## src/clk_pkg.sv

```systemverilog
`default_nettype none

package clk_pkg;

  // divider chain and reconfiguration table sizes.
  localparam int num_stages = 5;
  localparam int num_cfg    = 4;
  localparam int num_reg    = 4;

  // DRP port widths.
  localparam int drp_aw = 5;
  localparam int drp_dw = 16;

  // first PLL register rewritten by the table.
  localparam int rom_base = 8;

  typedef logic [drp_aw-1:0]          drp_addr_t;
  typedef logic [drp_dw-1:0]          drp_data_t;
  typedef logic [$clog2(num_cfg)-1:0] cfg_sel_t;
  typedef logic [$clog2(num_reg)-1:0] reg_idx_t;
  typedef logic [num_stages-1:0]      stage_lvl_t;

  typedef struct packed {
    logic      den;
    logic      dwe;
    drp_addr_t daddr;
    drp_data_t di;
  } drp_req_t;

  typedef struct packed {
    logic      drdy;
    drp_data_t dout;
  } drp_rsp_t;

  // bits set in keep are taken from the old register contents.
  typedef struct packed {
    drp_addr_t daddr;
    drp_data_t keep;
    drp_data_t value;
  } rom_entry_t;

  typedef enum logic [2:0] {
    idle,
    rst_assert,
    rd_issue,
    rd_wait,
    wr_issue,
    wr_wait,
    rst_release,
    lock_wait
  } drp_state_t;

endpackage

`default_nettype wire

```

## src/lock_sync.sv

```systemverilog
`timescale 1ns/1ps
`default_nettype none

module lock_sync (
  input  logic CLKS,
  input  logic RSTXS,
  input  logic pll_lock,
  output logic run,
  output logic base_tick
);

  logic lock_d1;

  // a low lock sample clears both flops at once.
  always_ff @(posedge CLKS or negedge RSTXS) begin
    if (!RSTXS) begin
      lock_d1 <= 1'b0;
      run     <= 1'b0;
    end else begin
      lock_d1 <= pll_lock;
      run     <= pll_lock & lock_d1;
    end
  end

  // the chain counts every cycle of run from zero.
  assign base_tick = run;

endmodule

`default_nettype wire

```

## src/div_stage.sv

```systemverilog
`timescale 1ns/1ps
`default_nettype none

module div_stage (
  input  logic CLKS,
  input  logic RSTXS,
  input  logic run,
  input  logic tick_in,
  output logic level,
  output logic tick_out
);

  always_ff @(posedge CLKS or negedge RSTXS) begin
    if (!RSTXS) begin
      level <= 1'b0;
    end else if (!run) begin
      level <= 1'b0;
    end else if (tick_in) begin
      level <= ~level;
    end
  end

  // carry to the next stage when this one wraps from 1 to 0.
  assign tick_out = tick_in & level;

endmodule

`default_nettype wire

```

## src/slow_rst_gen.sv

```systemverilog
`timescale 1ns/1ps
`default_nettype none

module slow_rst_gen import clk_pkg::*; (
  input  logic       CLKS,
  input  logic       RSTXS,
  input  logic       run,
  input  stage_lvl_t stage_lvl,
  output stage_lvl_t div_lvl,
  output logic       rstx_slow
);

  logic last_lvl;
  logic last_lvl_d;
  logic last_rise;
  logic seen_rise;
  logic rstx_q;

  assign last_lvl  = stage_lvl[num_stages-1];
  assign last_rise = last_lvl & ~last_lvl_d;

  // release follows the second rising edge of the slowest level.
  // with five stages the edges come at counts 16 and 48, so rstx_q rises at 49.
  always_ff @(posedge CLKS or negedge RSTXS) begin
    if (!RSTXS) begin
      last_lvl_d <= 1'b0;
      seen_rise  <= 1'b0;
      rstx_q     <= 1'b0;
    end else if (!run) begin
      last_lvl_d <= 1'b0;
      seen_rise  <= 1'b0;
      rstx_q     <= 1'b0;
    end else begin
      last_lvl_d <= last_lvl;
      if (last_rise) begin
        seen_rise <= 1'b1;
        if (seen_rise) begin
          rstx_q <= 1'b1;
        end
      end
    end
  end

  // run low pulls the slow reset at once.
  assign rstx_slow = rstx_q & run;
  assign div_lvl   = stage_lvl;

endmodule

`default_nettype wire

```

## src/drp_rom.sv

```systemverilog
`timescale 1ns/1ps
`default_nettype none

module drp_rom import clk_pkg::*; (
  input  cfg_sel_t   cfg,
  input  reg_idx_t   idx,
  output rom_entry_t entry
);

  drp_data_t keep;
  drp_data_t value;

  always_comb begin
    case ({cfg, idx})
      // configuration 0.
      4'h0: begin keep = 16'hf000; value = 16'h0041; end
      4'h1: begin keep = 16'hff00; value = 16'h0082; end
      4'h2: begin keep = 16'h00ff; value = 16'h1000; end
      4'h3: begin keep = 16'hc03f; value = 16'h0c40; end
      // configuration 1.
      4'h4: begin keep = 16'hf000; value = 16'h0083; end
      4'h5: begin keep = 16'hff00; value = 16'h00c3; end
      4'h6: begin keep = 16'h00ff; value = 16'h2100; end
      4'h7: begin keep = 16'hc03f; value = 16'h1880; end
      // configuration 2.
      4'h8: begin keep = 16'hf000; value = 16'h0104; end
      4'h9: begin keep = 16'hff00; value = 16'h0041; end
      4'ha: begin keep = 16'h00ff; value = 16'h0800; end
      4'hb: begin keep = 16'hc03f; value = 16'h0600; end
      // configuration 3.
      4'hc: begin keep = 16'hf000; value = 16'h0208; end
      4'hd: begin keep = 16'hff00; value = 16'h0020; end
      4'he: begin keep = 16'h00ff; value = 16'h4300; end
      4'hf: begin keep = 16'hc03f; value = 16'h3000; end
      default: begin
        keep  = 16'hffff;
        value = 16'h0000;
      end
    endcase
  end

  // register index i sits at the same address in every configuration.
  assign entry.daddr = drp_addr_t'(rom_base) + drp_addr_t'(idx);
  assign entry.keep  = keep;
  assign entry.value = value;

endmodule

`default_nettype wire

```

## src/drp_seq.sv

```systemverilog
`timescale 1ns/1ps
`default_nettype none

module drp_seq import clk_pkg::*; (
  input  logic       CLKS,
  input  logic       RSTXS,
  input  cfg_sel_t   cfg_sel,
  input  logic       cfg_chg,
  input  logic       pll_lock,
  input  rom_entry_t entry,
  output cfg_sel_t   rom_cfg,
  output reg_idx_t   rom_idx,
  output drp_req_t   drp_req,
  input  drp_rsp_t   drp_rsp,
  output logic       rst_pll,
  output logic       cfg_busy
);

  drp_state_t state;
  cfg_sel_t   cfg_q;
  reg_idx_t   idx;
  drp_data_t  wr_data;
  logic       last_idx;

  assign last_idx = (idx == reg_idx_t'(num_reg - 1));

  always_ff @(posedge CLKS or negedge RSTXS) begin
    if (!RSTXS) begin
      state    <= idle;
      cfg_q    <= '0;
      idx      <= '0;
      rst_pll  <= 1'b0;
      cfg_busy <= 1'b0;
    end else begin
      case (state)
        idle: begin
          // strobes only count here, so a strobe during a sequence is dropped.
          if (cfg_chg) begin
            cfg_q    <= cfg_sel;
            idx      <= '0;
            rst_pll  <= 1'b1;
            cfg_busy <= 1'b1;
            state    <= rst_assert;
          end
        end
        rst_assert: begin
          state <= rd_issue;
        end
        rd_issue: begin
          state <= rd_wait;
        end
        rd_wait: begin
          if (drp_rsp.drdy) begin
            state <= wr_issue;
          end
        end
        wr_issue: begin
          state <= wr_wait;
        end
        wr_wait: begin
          if (drp_rsp.drdy) begin
            if (last_idx) begin
              state <= rst_release;
            end else begin
              idx   <= idx + 1'b1;
              state <= rd_issue;
            end
          end
        end
        rst_release: begin
          rst_pll <= 1'b0;
          state   <= lock_wait;
        end
        lock_wait: begin
          if (pll_lock) begin
            cfg_busy <= 1'b0;
            state    <= idle;
          end
        end
        default: begin
          state <= idle;
        end
      endcase
    end
  end

  // merge the read word with the table entry for the write back.
  always_ff @(posedge CLKS) begin
    if (state == rd_wait && drp_rsp.drdy) begin
      wr_data <= (drp_rsp.dout & entry.keep) | entry.value;
    end
  end

  assign rom_cfg = cfg_q;
  assign rom_idx = idx;

  always_comb begin
    drp_req.den   = (state == rd_issue) || (state == wr_issue);
    drp_req.dwe   = (state == wr_issue);
    drp_req.daddr = entry.daddr;
    drp_req.di    = wr_data;
  end

endmodule

`default_nettype wire

```

## src/clk_rst_ctrl.sv

```systemverilog
`timescale 1ns/1ps
`default_nettype none

module clk_rst_ctrl import clk_pkg::*; (
  input  logic       CLKS,
  input  logic       RSTXS,
  input  logic       pll_lock,
  input  cfg_sel_t   cfg_sel,
  input  logic       cfg_chg,
  output drp_req_t   drp_req,
  input  drp_rsp_t   drp_rsp,
  output logic       rst_pll,
  output logic       cfg_busy,
  output logic       run,
  output stage_lvl_t div_lvl,
  output logic       rstx_slow
);

  // the top bit is the carry out of the whole chain.
  logic [num_stages:0] tick;
  stage_lvl_t          stage_lvl;
  rom_entry_t          entry;
  cfg_sel_t            rom_cfg;
  reg_idx_t            rom_idx;

  lock_sync u_lock_sync (
    .CLKS      (CLKS),
    .RSTXS     (RSTXS),
    .pll_lock  (pll_lock),
    .run       (run),
    .base_tick (tick[0])
  );

  for (genvar k = 0; k < num_stages; k++) begin : g_stage
    div_stage u_div_stage (
      .CLKS     (CLKS),
      .RSTXS    (RSTXS),
      .run      (run),
      .tick_in  (tick[k]),
      .level    (stage_lvl[k]),
      .tick_out (tick[k+1])
    );
  end

  slow_rst_gen u_slow_rst_gen (
    .CLKS      (CLKS),
    .RSTXS     (RSTXS),
    .run       (run),
    .stage_lvl (stage_lvl),
    .div_lvl   (div_lvl),
    .rstx_slow (rstx_slow)
  );

  drp_rom u_drp_rom (
    .cfg   (rom_cfg),
    .idx   (rom_idx),
    .entry (entry)
  );

  drp_seq u_drp_seq (
    .CLKS     (CLKS),
    .RSTXS    (RSTXS),
    .cfg_sel  (cfg_sel),
    .cfg_chg  (cfg_chg),
    .pll_lock (pll_lock),
    .entry    (entry),
    .rom_cfg  (rom_cfg),
    .rom_idx  (rom_idx),
    .drp_req  (drp_req),
    .drp_rsp  (drp_rsp),
    .rst_pll  (rst_pll),
    .cfg_busy (cfg_busy)
  );

endmodule

`default_nettype wire

```

## config.mk

```make
export PLATFORM = sky130hd
export DESIGN_NAME = clk_rst_ctrl
export DESIGN_NICKNAME = d
export VERILOG_FILES = /design/src/clk_pkg.sv /design/src/lock_sync.sv /design/src/div_stage.sv /design/src/slow_rst_gen.sv /design/src/drp_rom.sv /design/src/drp_seq.sv /design/src/clk_rst_ctrl.sv
export SDC_FILE = /design/constraint.sdc
export NUM_CORES = 1
export LEC_CHECK = 0
export BUFFER_PORTS_ARGS = -buffer_cell sky130_fd_sc_hd__buf_2
export CAP_MARGIN = 30
export CORE_MARGIN = 2
export CORE_UTILIZATION = 52
export CTS_BUF_LIST = sky130_fd_sc_hd__clkbuf_8
export CTS_CLUSTER_SIZE = 30
export DETAILED_ROUTE_END_ITERATION = 10
export MAX_ROUTING_LAYER = met4
export PLACE_DENSITY_LB_ADDON = 0.12
export REMOVE_ABC_BUFFERS = 1
export SYNTH_ARGS = -nofsm -noshare
export SYNTH_HDL_FRONTEND = slang
export SYNTH_SLANG_ARGS = --single-unit
```

## constraint.sdc

```tcl
create_clock -name CLKS -period 1.8 [get_ports CLKS]
set_input_delay 0 -clock CLKS [delete_from_list [all_inputs] [get_ports CLKS]]
set_output_delay 0 -clock CLKS [all_outputs]
set_load 0.02 [all_outputs]
```

==> results.json, run 1 <==
{
  "cts-root-buf": "clkbuf_8",
  "leakagePower_nw": 1.04,
  "die_w_um": 62.8,
  "synth_edf_count": 16,
  "slew_headroom": 0.626,
  "wl_per_cell_um": 13.7,
  "gp_congestion": 0.870,
  "start_kind": "flop",
  "rows": 21,
  "synth_area_um2": 1800,
  "grt.overflow.total": 0,
  "postRouteAntennaNets": 0,
  "fin_ws_ns": 0.0690,
  "cp-end-kind": "flop",
  "critPathBufInv": 0,
  "clock_latency_ns": 0.28,
  "die_area_um2": 3940,
  "p_per_area_nw_per_um2": 1420,
  "core_um2": 3340,
  "cp_common_cell": "mux2_4",
  "yosysSeqAreaShare": 0.532,
  "clock_skew_ns": 0.00554,
  "synth_area_leaders": "edfxtp_1, dfrtp_1, ha_1, o21ai_0, buf_4",
  "grtUsageMet1": 0.226,
  "path_cells": "ha_1 -> mux2_4 -> a221o_2 -> mux2_4",
  "rsz0062_at_grt": "false",
  "crit_family": "multiplexers",
  "htreeDepth": 2,
  "drc": 0,
  "critical_path_arrival_ns": 1.90,
  "synth_cell_types": 40,
  "die_h_um": 62.8,
  "synthMostInstantiatedCell": "dfrtp_1",
  "hold_path.class": "in -> reg",
  "initial_core_util": 0.538,
  "grtUsageMet2": 0.325,
  "fin_crit_sh": 0.962,
  "areaGrowthSynthToFinish_pct": 22.2,
  "syn_area_per_cell_um2": 11.3,
  "busiest_layer": "met2",
  "tns_ns": 0,
  "critPathKind": "reg -> reg",
  "io_pins": 55,
  "grtUsageMet3": 0.0541,
  "cts_tree": "yes",
  "first_global_vias": 1250,
  "grt_max_degree": 21,
  "hpwl_mm": 2.49,
  "clock-sinks": 35,
  "place_ws_ns": 0.0533,
  "ir_drop_v": 0.000930,
  "synth_seq_cells": 35,
  "ys_async_sr_fraction": 0.543,
  "yosys.area.top_type_share": 0.268,
  "n_antenna_cell": 0,
  "firstDrtPassIters": 4,
  "drt_iter0_drc": 95,
  "p_total_mw": 3.12,
  "synth_top_area_cell": "edfxtp_1",
  "max_stage_delay_ns": 0.42,
  "synth_ff_type": "dfrtp_1",
  "final-max-slew-violation-count": 0,
  "setup_viol": 0,
  "grt_pass1_wl_mm": 5.71,
  "clk_pin_slew_worst_paths_ns": 0.07,
  "final.min_clock_period_ns": 1.73,
  "status": "complete, no violations",
  "vias": 1337,
  "drive_gt1_frac": 0.327,
  "critPathMaxFanout": 5,
  "hold_ws_ns": 0.00848,
  "cp.required_ns": 1.96,
  "hold_violations": 0,
  "numPortBuffers": 51,
  "final_nets": 245,
  "viasPerCell": 5.14,
  "syn_inst": 159,
  "fmax_mhz": 578,
  "cp_slowest_cell": "dfrtp_1",
  "worstMarginPinSlew_ns": 0.546,
  "ys_warn_count": 0,
  "numCtsBuffers": 5,
  "clockBufferDepth": 2,
  "antenna_found_initial": 0,
  "yosys-top-cells-count": "dfrtp_1, edfxtp_1, nand2_1",
  "max_cap_violations": 0,
  "drt-total-wl_mm": 3.55,
  "grt_use_total": 0.197
}
[cell type report]
| cell class | instances | area (um2) |
|---|---|---|
| clock buffer | 5 | 68.8 |
| clock inverter | 3 | 11.3 |
| fill | 277 | 1140 |
| inverter | 12 | 45.0 |
| multi-input combinational | 98 | 707 |
| sequential | 35 | 956 |
| tap | 46 | 57.6 |
| timing repair buffer | 61 | 348 |
[cell families after synthesis]
| group | Yosys count | share of synthesized area |
|---|---|---|
| flip-flops | 35 | 0.532 |
| AO/OA/AOI/OAI | 31 | 0.117 |
| buffers and inverters | 27 | 0.0774 |
| other | 2 | 0.00418 |
| XOR/XNOR | 4 | 0.0195 |
| multiplexers | 7 | 0.0467 |
| adder cells (fa/ha/maj) | 9 | 0.0627 |
| AND/OR/NAND/NOR | 44 | 0.140 |
[worst reg2reg max path, stage by stage (launching register included)]
cell     delay [ns]
dfrtp_1        0.42
ha_1           0.25
mux2_4         0.28
a221o_2        0.38
mux2_4         0.30
[registers in the layout (all words and copies together), names as in the netlist]
| register | cells |
|---|---|
| u_drp_seq.cfg_busy | 1 |
| u_drp_seq.rom_cfg | 2 |
| u_drp_seq.wr_data | 16 |
| g_stage.u_div_stage.level | 5 |
| u_slow_rst_gen.seen_rise | 1 |
| u_slow_rst_gen.rstx_q | 1 |
| u_lock_sync.base_tick | 1 |
| u_lock_sync.lock_d1 | 1 |
| u_drp_seq.rom_idx | 2 |
| u_drp_seq.rst_pll | 1 |
| u_slow_rst_gen.last_lvl_d | 1 |
| u_drp_seq.state | 3 |
[metal layers]
layer	vias up	part of all wire
met4	0	0.010
met2	52	0.51
met3	2	0.060
met1	633	0.42
li1	650	-
met5	-	0
[final timing paths]
check	startpoint	depth (start not counted)	to	slack, ns
max	u_drp_seq.state[1]	4	u_drp_seq.state[1]	0.07
min	drp_rsp[2]	3	u_drp_seq.wr_data[2]	0.008
max reg2reg	u_drp_seq.state[1]	4	u_drp_seq.state[1]	0.07
min reg2reg	u_lock_sync.lock_d1	1	u_lock_sync.base_tick	0.46
max in group asynchronous	RSTXS	2	g_stage[3].u_div_stage.level	1.31
min in group asynchronous	RSTXS	2	g_stage[0].u_div_stage.level	0.20
[metrics by stage]
stage,area (um2),utilization,instances
floorplan,1710,-,145
detailed placement,2040,0.612,245
global route,2190,0.657,260
CTS,2190,0.657,260
finish,2190,0.657,260
global placement,2040,0.612,245
[power breakdown]
part | switching (mW) | internal, mW | total, mW
combinational | 0.754 | 0.584 | 1.34
clock | 0.261 | 0.258 | 0.519
sequential | 0.168 | 1.09 | 1.26
total | 1.18 | 1.93 | 3.12
[what timing repair did]
action	in CTS	in global routing
gates resized for setup	0	1
setup buffers	0	0
hold buffers	7	0
hold endpoints to repair	26	0
setup endpoints to repair	0	1
[cell usage in the layout, fill, tap and decap left out, types with 2 or more instances in the layout]
master | netlist | final
a21oi_1 | 4 | 4
a22o_1 | 3 | 3
a32o_1 | 2 | 2
and2_1 | 8 | 8
and3b_2 | 2 | 2
buf_2 | 0 | 51
buf_4 | 8 | 3
clkbuf_8 | 0 | 5
clkinv_1 | 0 | 2
conb_1 | 2 | 3
dfrtp_1 | 19 | 19
dlygate4sd3_1 | 0 | 7
edfxtp_1 | 16 | 16
ha_1 | 9 | 8
inv_1 | 12 | 13
mux2_2 | 3 | 3
mux2_4 | 2 | 2
mux2i_1 | 2 | 2
nand2_1 | 13 | 13
nand2b_1 | 2 | 2
nand3_1 | 2 | 2
nand3b_1 | 2 | 2
nor2_1 | 3 | 3
nor2b_1 | 5 | 5
nor3b_1 | 3 | 3
o21ai_0 | 12 | 12
xnor2_1 | 3 | 3
Note: power is estimated with default switching activity, not from simulation.
==> inputs of run 2 (changes only) <==
--- a/config.mk
+++ b/config.mk
@@ -6,7 +6,7 @@
 export NUM_CORES = 1
 export LEC_CHECK = 0
 export BUFFER_PORTS_ARGS = -buffer_cell sky130_fd_sc_hd__buf_2
-export CAP_MARGIN = 30
+export CAP_MARGIN = 15
 export CORE_MARGIN = 2
 export CORE_UTILIZATION = 52
 export CTS_BUF_LIST = sky130_fd_sc_hd__clkbuf_8
@@ -17,4 +17,5 @@
 export REMOVE_ABC_BUFFERS = 1
 export SYNTH_ARGS = -nofsm -noshare
 export SYNTH_HDL_FRONTEND = slang
+export SYNTH_HIERARCHICAL = 1
 export SYNTH_SLANG_ARGS = --single-unit
==> run 2 against run 1 <==
Effect of this change: highest routed layer unchanged; critical endpoint is now u_drp_seq/wr_data[7]; combinational power up 3%; design area up 9.3%; largest cell class unchanged; wire length down 0.25%; critical path type unchanged; register-to-register slack better by 0.13 ns; clock skew down 0.00061 ns; count of clock-buffer cells in the layout up 1; sequential power up 9%; critical path depth up 1.
==> results.json, run 2 <==
{
  "drt-total-wl_mm": 3.54,
  "areaGrowthSynthToFinish_pct": 19.3,
  "rsz0062_at_grt": "false",
  "drive_gt1_frac": 0.346,
  "numPortBuffers": 51,
  "clock-sinks": 35,
  "largestRegisters": "u_drp_seq/wr_data (16), g_stage.u_div_stage/level (5), u_drp_seq/state (3)",
  "clock_skew_ns": 0.00493,
  "synth_area_um2": 2010,
  "fillers": 318,
  "syn_inst": 186,
  "cts-root-buf": "clkbuf_8",
  "postRouteAntennaNets": 0,
  "cp.required_ns": 1.84,
  "place_ws_ns": 0.217,
  "critical_path_arrival_ns": 1.64,
  "setup_viol": 0,
  "final_nets": 262,
  "startpoint": "u_drp_seq/rom_idx[1]",
  "fin_ws_ns": 0.202,
  "hold_violations": 0,
  "grt_max_degree": 20,
  "p_total_mw": 3.47,
  "io_pins": 55,
  "grt_pass1_wl_mm": 5.64,
  "start_kind": "flop",
  "hpwl_mm": 2.38,
  "layout_common_cells": "buf_2, dfrtp_1, dlygate4sd3_1",
  "firstDrtPassIters": 4,
  "status": "complete, no violations",
  "initial_core_util": 0.545,
  "fin_crit_sh": 0.888,
  "critPathKind": "reg -> reg",
  "cp-endpoint": "u_drp_seq/wr_data[7]",
  "multiInputGateArea_um2": 766,
  "leakagePower_nw": 1.24,
  "hold_path.class": "in -> reg",
  "regToRegStartpoint": "u_drp_seq/rom_idx[1]",
  "htreeDepth": 2,
  "antenna_found_initial": 0,
  "ys_warn_count": 6,
  "drc": 0,
  "vias": 1391,
  "max_stage_delay_ns": 0.46,
  "slew_headroom": 0.629,
  "clock_latency_ns": 0.29,
  "top_register": "u_drp_seq/wr_data",
  "die_h_um": 66.2,
  "numPlacedInstances": 255,
  "mostFrequentLayoutCell": "buf_2",
  "r2r-end": "u_drp_seq/wr_data[7]",
  "viasPerCell": 4.93,
  "grt_use_total": 0.179,
  "worstMarginPinSlew_ns": 0.556,
  "first_global_vias": 1291,
  "clockBufferDepth": 2,
  "drt_iter0_drc": 73,
  "seq_area_um2": 956,
  "reg2reg_depth": 5,
  "tns_ns": 0,
  "core_um2": 3690,
  "wl_per_cell_um": 12.6,
  "final-max-slew-violation-count": 0,
  "die_area_um2": 4380,
  "cp_num_cells": 5,
  "p_per_area_nw_per_um2": 1450,
  "instances_no_fill": 282,
  "cp_slowest_cell": "dfrtp_1",
  "r2r_slack_ns": 0.20,
  "syn_area_per_cell_um2": 10.8,
  "cp-end-kind": "flop",
  "cts_tree": "yes",
  "fmax_mhz": 626,
  "largest_register_ffs": 16,
  "final.min_clock_period_ns": 1.60,
  "grt.overflow.total": 0,
  "numCtsBuffers": 5,
  "post-cts-setup-buffers": 0,
  "crit_family": "compound AO/OA/AOI/OAI gates",
  "die_w_um": 66.2,
  "max_cap_violations": 0,
  "utilization": 0.650,
  "clk_pin_slew_worst_paths_ns": 0.07,
  "gp_congestion": 0.736,
  "critPathBufInv": 1,
  "n_antenna_cell": 0,
  "ir_drop_v": 0.00103,
  "critPathMaxFanout": 8,
  "path_cells": "inv_1 -> ha_1 -> o21bai_1 -> a21oi_1 -> a21o_1",
  "rows": 22
}
run 2: per-stage QoR:
stage	hold slack, ns	instance area [um2]
floorplan	-0.296	1740
global placement	-0.0455	2090
detailed placement	-0.0331	2090
CTS	0.00157	2380
global route	0.0262	2400
finish	0.0236	2400
run 2: worst reg2reg max path, delay by kind of cell (launching register included):
kind | cells | cell delay [ns]
compound gates | 3 | 0.47
flops | 1 | 0.46
fa+ha+maj | 1 | 0.31
buf+inv | 1 | 0.11
run 2: area by class of cell:
type,instances,area share
flip-flops and latches,35,0.399
multi-input cells,111,0.319
repair buffers,74,0.198
clock buffers,6,0.0344
well taps,48,0.0251
clock inverters,2,0.0146
inverters,6,0.00939
run 2: per-layer routing:
layer / vias up / track usage / wire length (um)
met5: - / - / 0
met2: 42 / 0.289 / 1750
li1: 692 / - / -
met1: 653 / 0.206 / 1500
met4: 0 / 0.0689 / 56
met3: 4 / 0.0613 / 232
run 2: report_power, final:
group	leakage (nW)	internal (mW)	switching, mW
clock network	0.0612	0.448	0.278
logic	0.793	0.625	0.752
registers	0.387	1.11	0.263
total	1.24	2.18	1.29
run 2: worst min path at each step:
| stage | from | endpoint | slack, ns | depth (start not counted) |
|---|---|---|---|---|
| final | cfg_chg | u_drp_seq/state[0] | 0.02 | 3 |
| after global routing | drp_rsp[7] | u_drp_seq/wr_data[7] | 0.03 | 2 |
| after CTS | drp_rsp[1] | u_drp_seq/wr_data[1] | 0.002 | 2 |
| after detailed placement | RSTXS | u_drp_seq/state[1] | -0.03 | 1 |
| after global placement | RSTXS | u_drp_seq/cfg_busy | -0.05 | 1 |
| after floorplan | RSTXS | g_stage[0].u_div_stage/level | -0.30 | 0 |
run 2: timing repair:
item | in CTS | in global routing
hold buffers | 17 | 2
resized for setup | 0 | 0
hold endpoints to repair | 36 | 2
==> inputs of run 3 (changes only) <==
--- a/config.mk
+++ b/config.mk
@@ -7,13 +7,15 @@
 export LEC_CHECK = 0
 export BUFFER_PORTS_ARGS = -buffer_cell sky130_fd_sc_hd__buf_2
 export CAP_MARGIN = 15
+export CELL_PAD_IN_SITES_DETAIL_PLACEMENT = 1
+export CELL_PAD_IN_SITES_GLOBAL_PLACEMENT = 1
 export CORE_MARGIN = 2
-export CORE_UTILIZATION = 52
+export CORE_UTILIZATION = 42
 export CTS_BUF_LIST = sky130_fd_sc_hd__clkbuf_8
 export CTS_CLUSTER_SIZE = 30
 export DETAILED_ROUTE_END_ITERATION = 10
 export MAX_ROUTING_LAYER = met4
-export PLACE_DENSITY_LB_ADDON = 0.12
+export PLACE_DENSITY_LB_ADDON = 0.1
 export REMOVE_ABC_BUFFERS = 1
 export SYNTH_ARGS = -nofsm -noshare
 export SYNTH_HDL_FRONTEND = slang
==> run 3 against run 2 <==
Effect of this change: sequential power hardly changed; design area is 1.6% lower; cell count is 1.1% higher; clock skew is 0.00062 ns higher; power is 2.4% lower; worst hold slack worse by 0.018 ns; register-to-register slack hardly changed; wire length is 22% higher; via count is 2.4% higher; die area is 22% higher; utilization is 14 points lower; critical path type unchanged; largest cell class unchanged; largest power group unchanged.
==> results.json, run 3 (same netlist as run 2, synthesis figures left out) <==
{
  "status": "complete, no violations",
  "hpwl_mm": 3.03,
  "cp-end-kind": "flop",
  "slew_headroom": 0.602,
  "worstMarginPinSlew_ns": 0.598,
  "p_per_area_nw_per_um2": 1440,
  "core_um2": 4660,
  "io_pins": 55,
  "clk_pin_slew_worst_paths_ns": 0.07,
  "combPwrFrac": 0.426,
  "numPlacedInstances": 261,
  "firstDrtPassIters": 3,
  "hold_ws_ns": 0.00603,
  "critical_path_arrival_ns": 1.65,
  "start_kind": "flop",
  "clock_latency_ns": 0.28,
  "fillers": 535,
  "hold_path.class": "in -> reg",
  "drc": 0,
  "antenna_found_initial": 0,
  "die_w_um": 73.2,
  "numCtsBuffers": 5,
  "cts_tree": "yes",
  "clock_skew_ns": 0.00555,
  "layout_common_cells": "buf_2, dfrtp_1, a21o_1",
  "clkPwrFrac": 0.169,
  "tns_ns": 0,
  "drt_iter0_drc": 74,
  "numPortBuffers": 51,
  "final_nets": 259,
  "max_cap_violations": 0,
  "htreeDepth": 2,
  "critPathKind": "reg -> reg",
  "fin_crit_sh": 0.895,
  "grt_max_degree": 20,
  "postRouteAntennaNets": 0,
  "fmax_mhz": 621,
  "switching_share": 0.396,
  "leakagePower_nw": 1.22,
  "n_antenna_cell": 0,
  "rsz0062_at_grt": "false",
  "gp_congestion": 0.755,
  "largest_register_ffs": 16,
  "p_switching_mw": 1.34,
  "clockBufferDepth": 2,
  "initial_core_util": 0.431,
  "die_h_um": 73.2,
  "final-max-slew-violation-count": 0,
  "instances_no_fill": 285,
  "first_global_vias": 1468,
  "startpoint": "u_drp_seq/rom_idx[0]",
  "drt-total-wl_mm": 4.33,
  "cp.required_ns": 1.84,
  "ir_drop_v": 0.000927,
  "min_from": "drp_rsp[6]",
  "grt.overflow.total": 0,
  "die_area_um2": 5350,
  "grt_use_total": 0.179,
  "top_register": "u_drp_seq/wr_data",
  "share_seq_of_total_power": 0.406,
  "clock-sinks": 35,
  "setup_viol": 0,
  "critPathMaxFanout": 9,
  "rows": 25,
  "grt_pass1_wl_mm": 7.04,
  "wl_per_cell_um": 15.2,
  "cts_resized": 0,
  "largestRegisters": "u_drp_seq/wr_data (16), g_stage.u_div_stage/level (5), u_drp_seq/state (3)",
  "regToRegStartpoint": "u_drp_seq/rom_idx[0]",
  "drive_gt1_frac": 0.342,
  "p_total_mw": 3.39,
  "hold_violations": 0,
  "vias": 1425,
  "mostFrequentLayoutCell": "buf_2",
  "final.min_clock_period_ns": 1.61,
  "cts-root-buf": "clkbuf_8",
  "viasPerCell": 5.00,
  "internal_power_mw": 2.05,
  "areaGrowthSynthToFinish_pct": 17.4,
  "utilization": 0.506
}
==> run 3: cell types whose count changed in the layout (fill, tap and decap cells not counted) <==
| cell | change |
|---|---|
| dlygate4sd3_1 | -3 |
| buf_4 | -1 |
| inv_1 | +1 |
| buf_12 | +1 |
| clkinv_1 | +1 |
| clkinv_2 | -1 |
| bufinv_16 | -1 |
==> run 3: power groups by stage <==
stage	Combinational [mW]	Clock (mW)	Sequential (mW)
5_1_grt	1.61	0.622	1.42
3_3_place_gp	1.36	0	1.37
2_1_floorplan	0.765	0	1.53
3_5_place_dp	1.42	0	1.39
4_1_cts	1.45	0.591	1.38
6_report	1.44	0.572	1.38
==> run 3: repair_timing <==
action / in CTS / in global routing
hold buffers: 16 / 0
endpoints found under the hold margin: 35 / 0
buffers inserted: 0 / 0
==> run 3: critical path, stage by stage (launching register included) <==
cell     delay (ns)
dfrtp_1        0.52
inv_1          0.14
ha_1           0.25
nand2_1        0.07
nor2_1         0.06
a21o_1         0.18
a21o_1         0.15
==> run 3: final cells by class <==
class	count	area, um2	share of cell area
clock inverter	2	7.51	0.00318
timing repair buffer	71	458	0.194
multi-input combinational	111	766	0.324
tap	54	67.6	0.0286
sequential	35	956	0.405
clock buffer	6	82.6	0.0350
inverter	6	22.5	0.00954
==> run 3: per-stage QoR <==
stage	cell area, um2	worst slack (ns)
final	2360	0.189
after global routing	2360	0.0604
after CTS	2360	0.190
after detailed placement	2110	0.191
after global placement	2110	0.211
after floorplan	1740	-0.0183
==> run 3: final timing paths <==
check / end / cells after the start / slack (ns)
max: u_drp_seq/wr_data[8] / 6 / 0.19
min reg2reg: u_lock_sync/base_tick / 1 / 0.44
min: u_drp_seq/wr_data[6] / 2 / 0.006
max reg2reg: u_drp_seq/wr_data[8] / 6 / 0.19
max in group asynchronous: u_slow_rst_gen/seen_rise / 2 / 1.30
min in group asynchronous: u_lock_sync/base_tick / 2 / 0.19
==> run 3: layer usage <==
layer | part of all wire | up-vias | global-route usage | wire length [um]
li1 | - | 691 | - | -
met1 | 0.45 | 692 | 0.225 | 1960
met2 | 0.50 | 38 | 0.293 | 2150
met3 | 0.043 | 4 | 0.0401 | 187
met4 | 0.0081 | 0 | 0.0432 | 35
met5 | 0 | - | - | 0
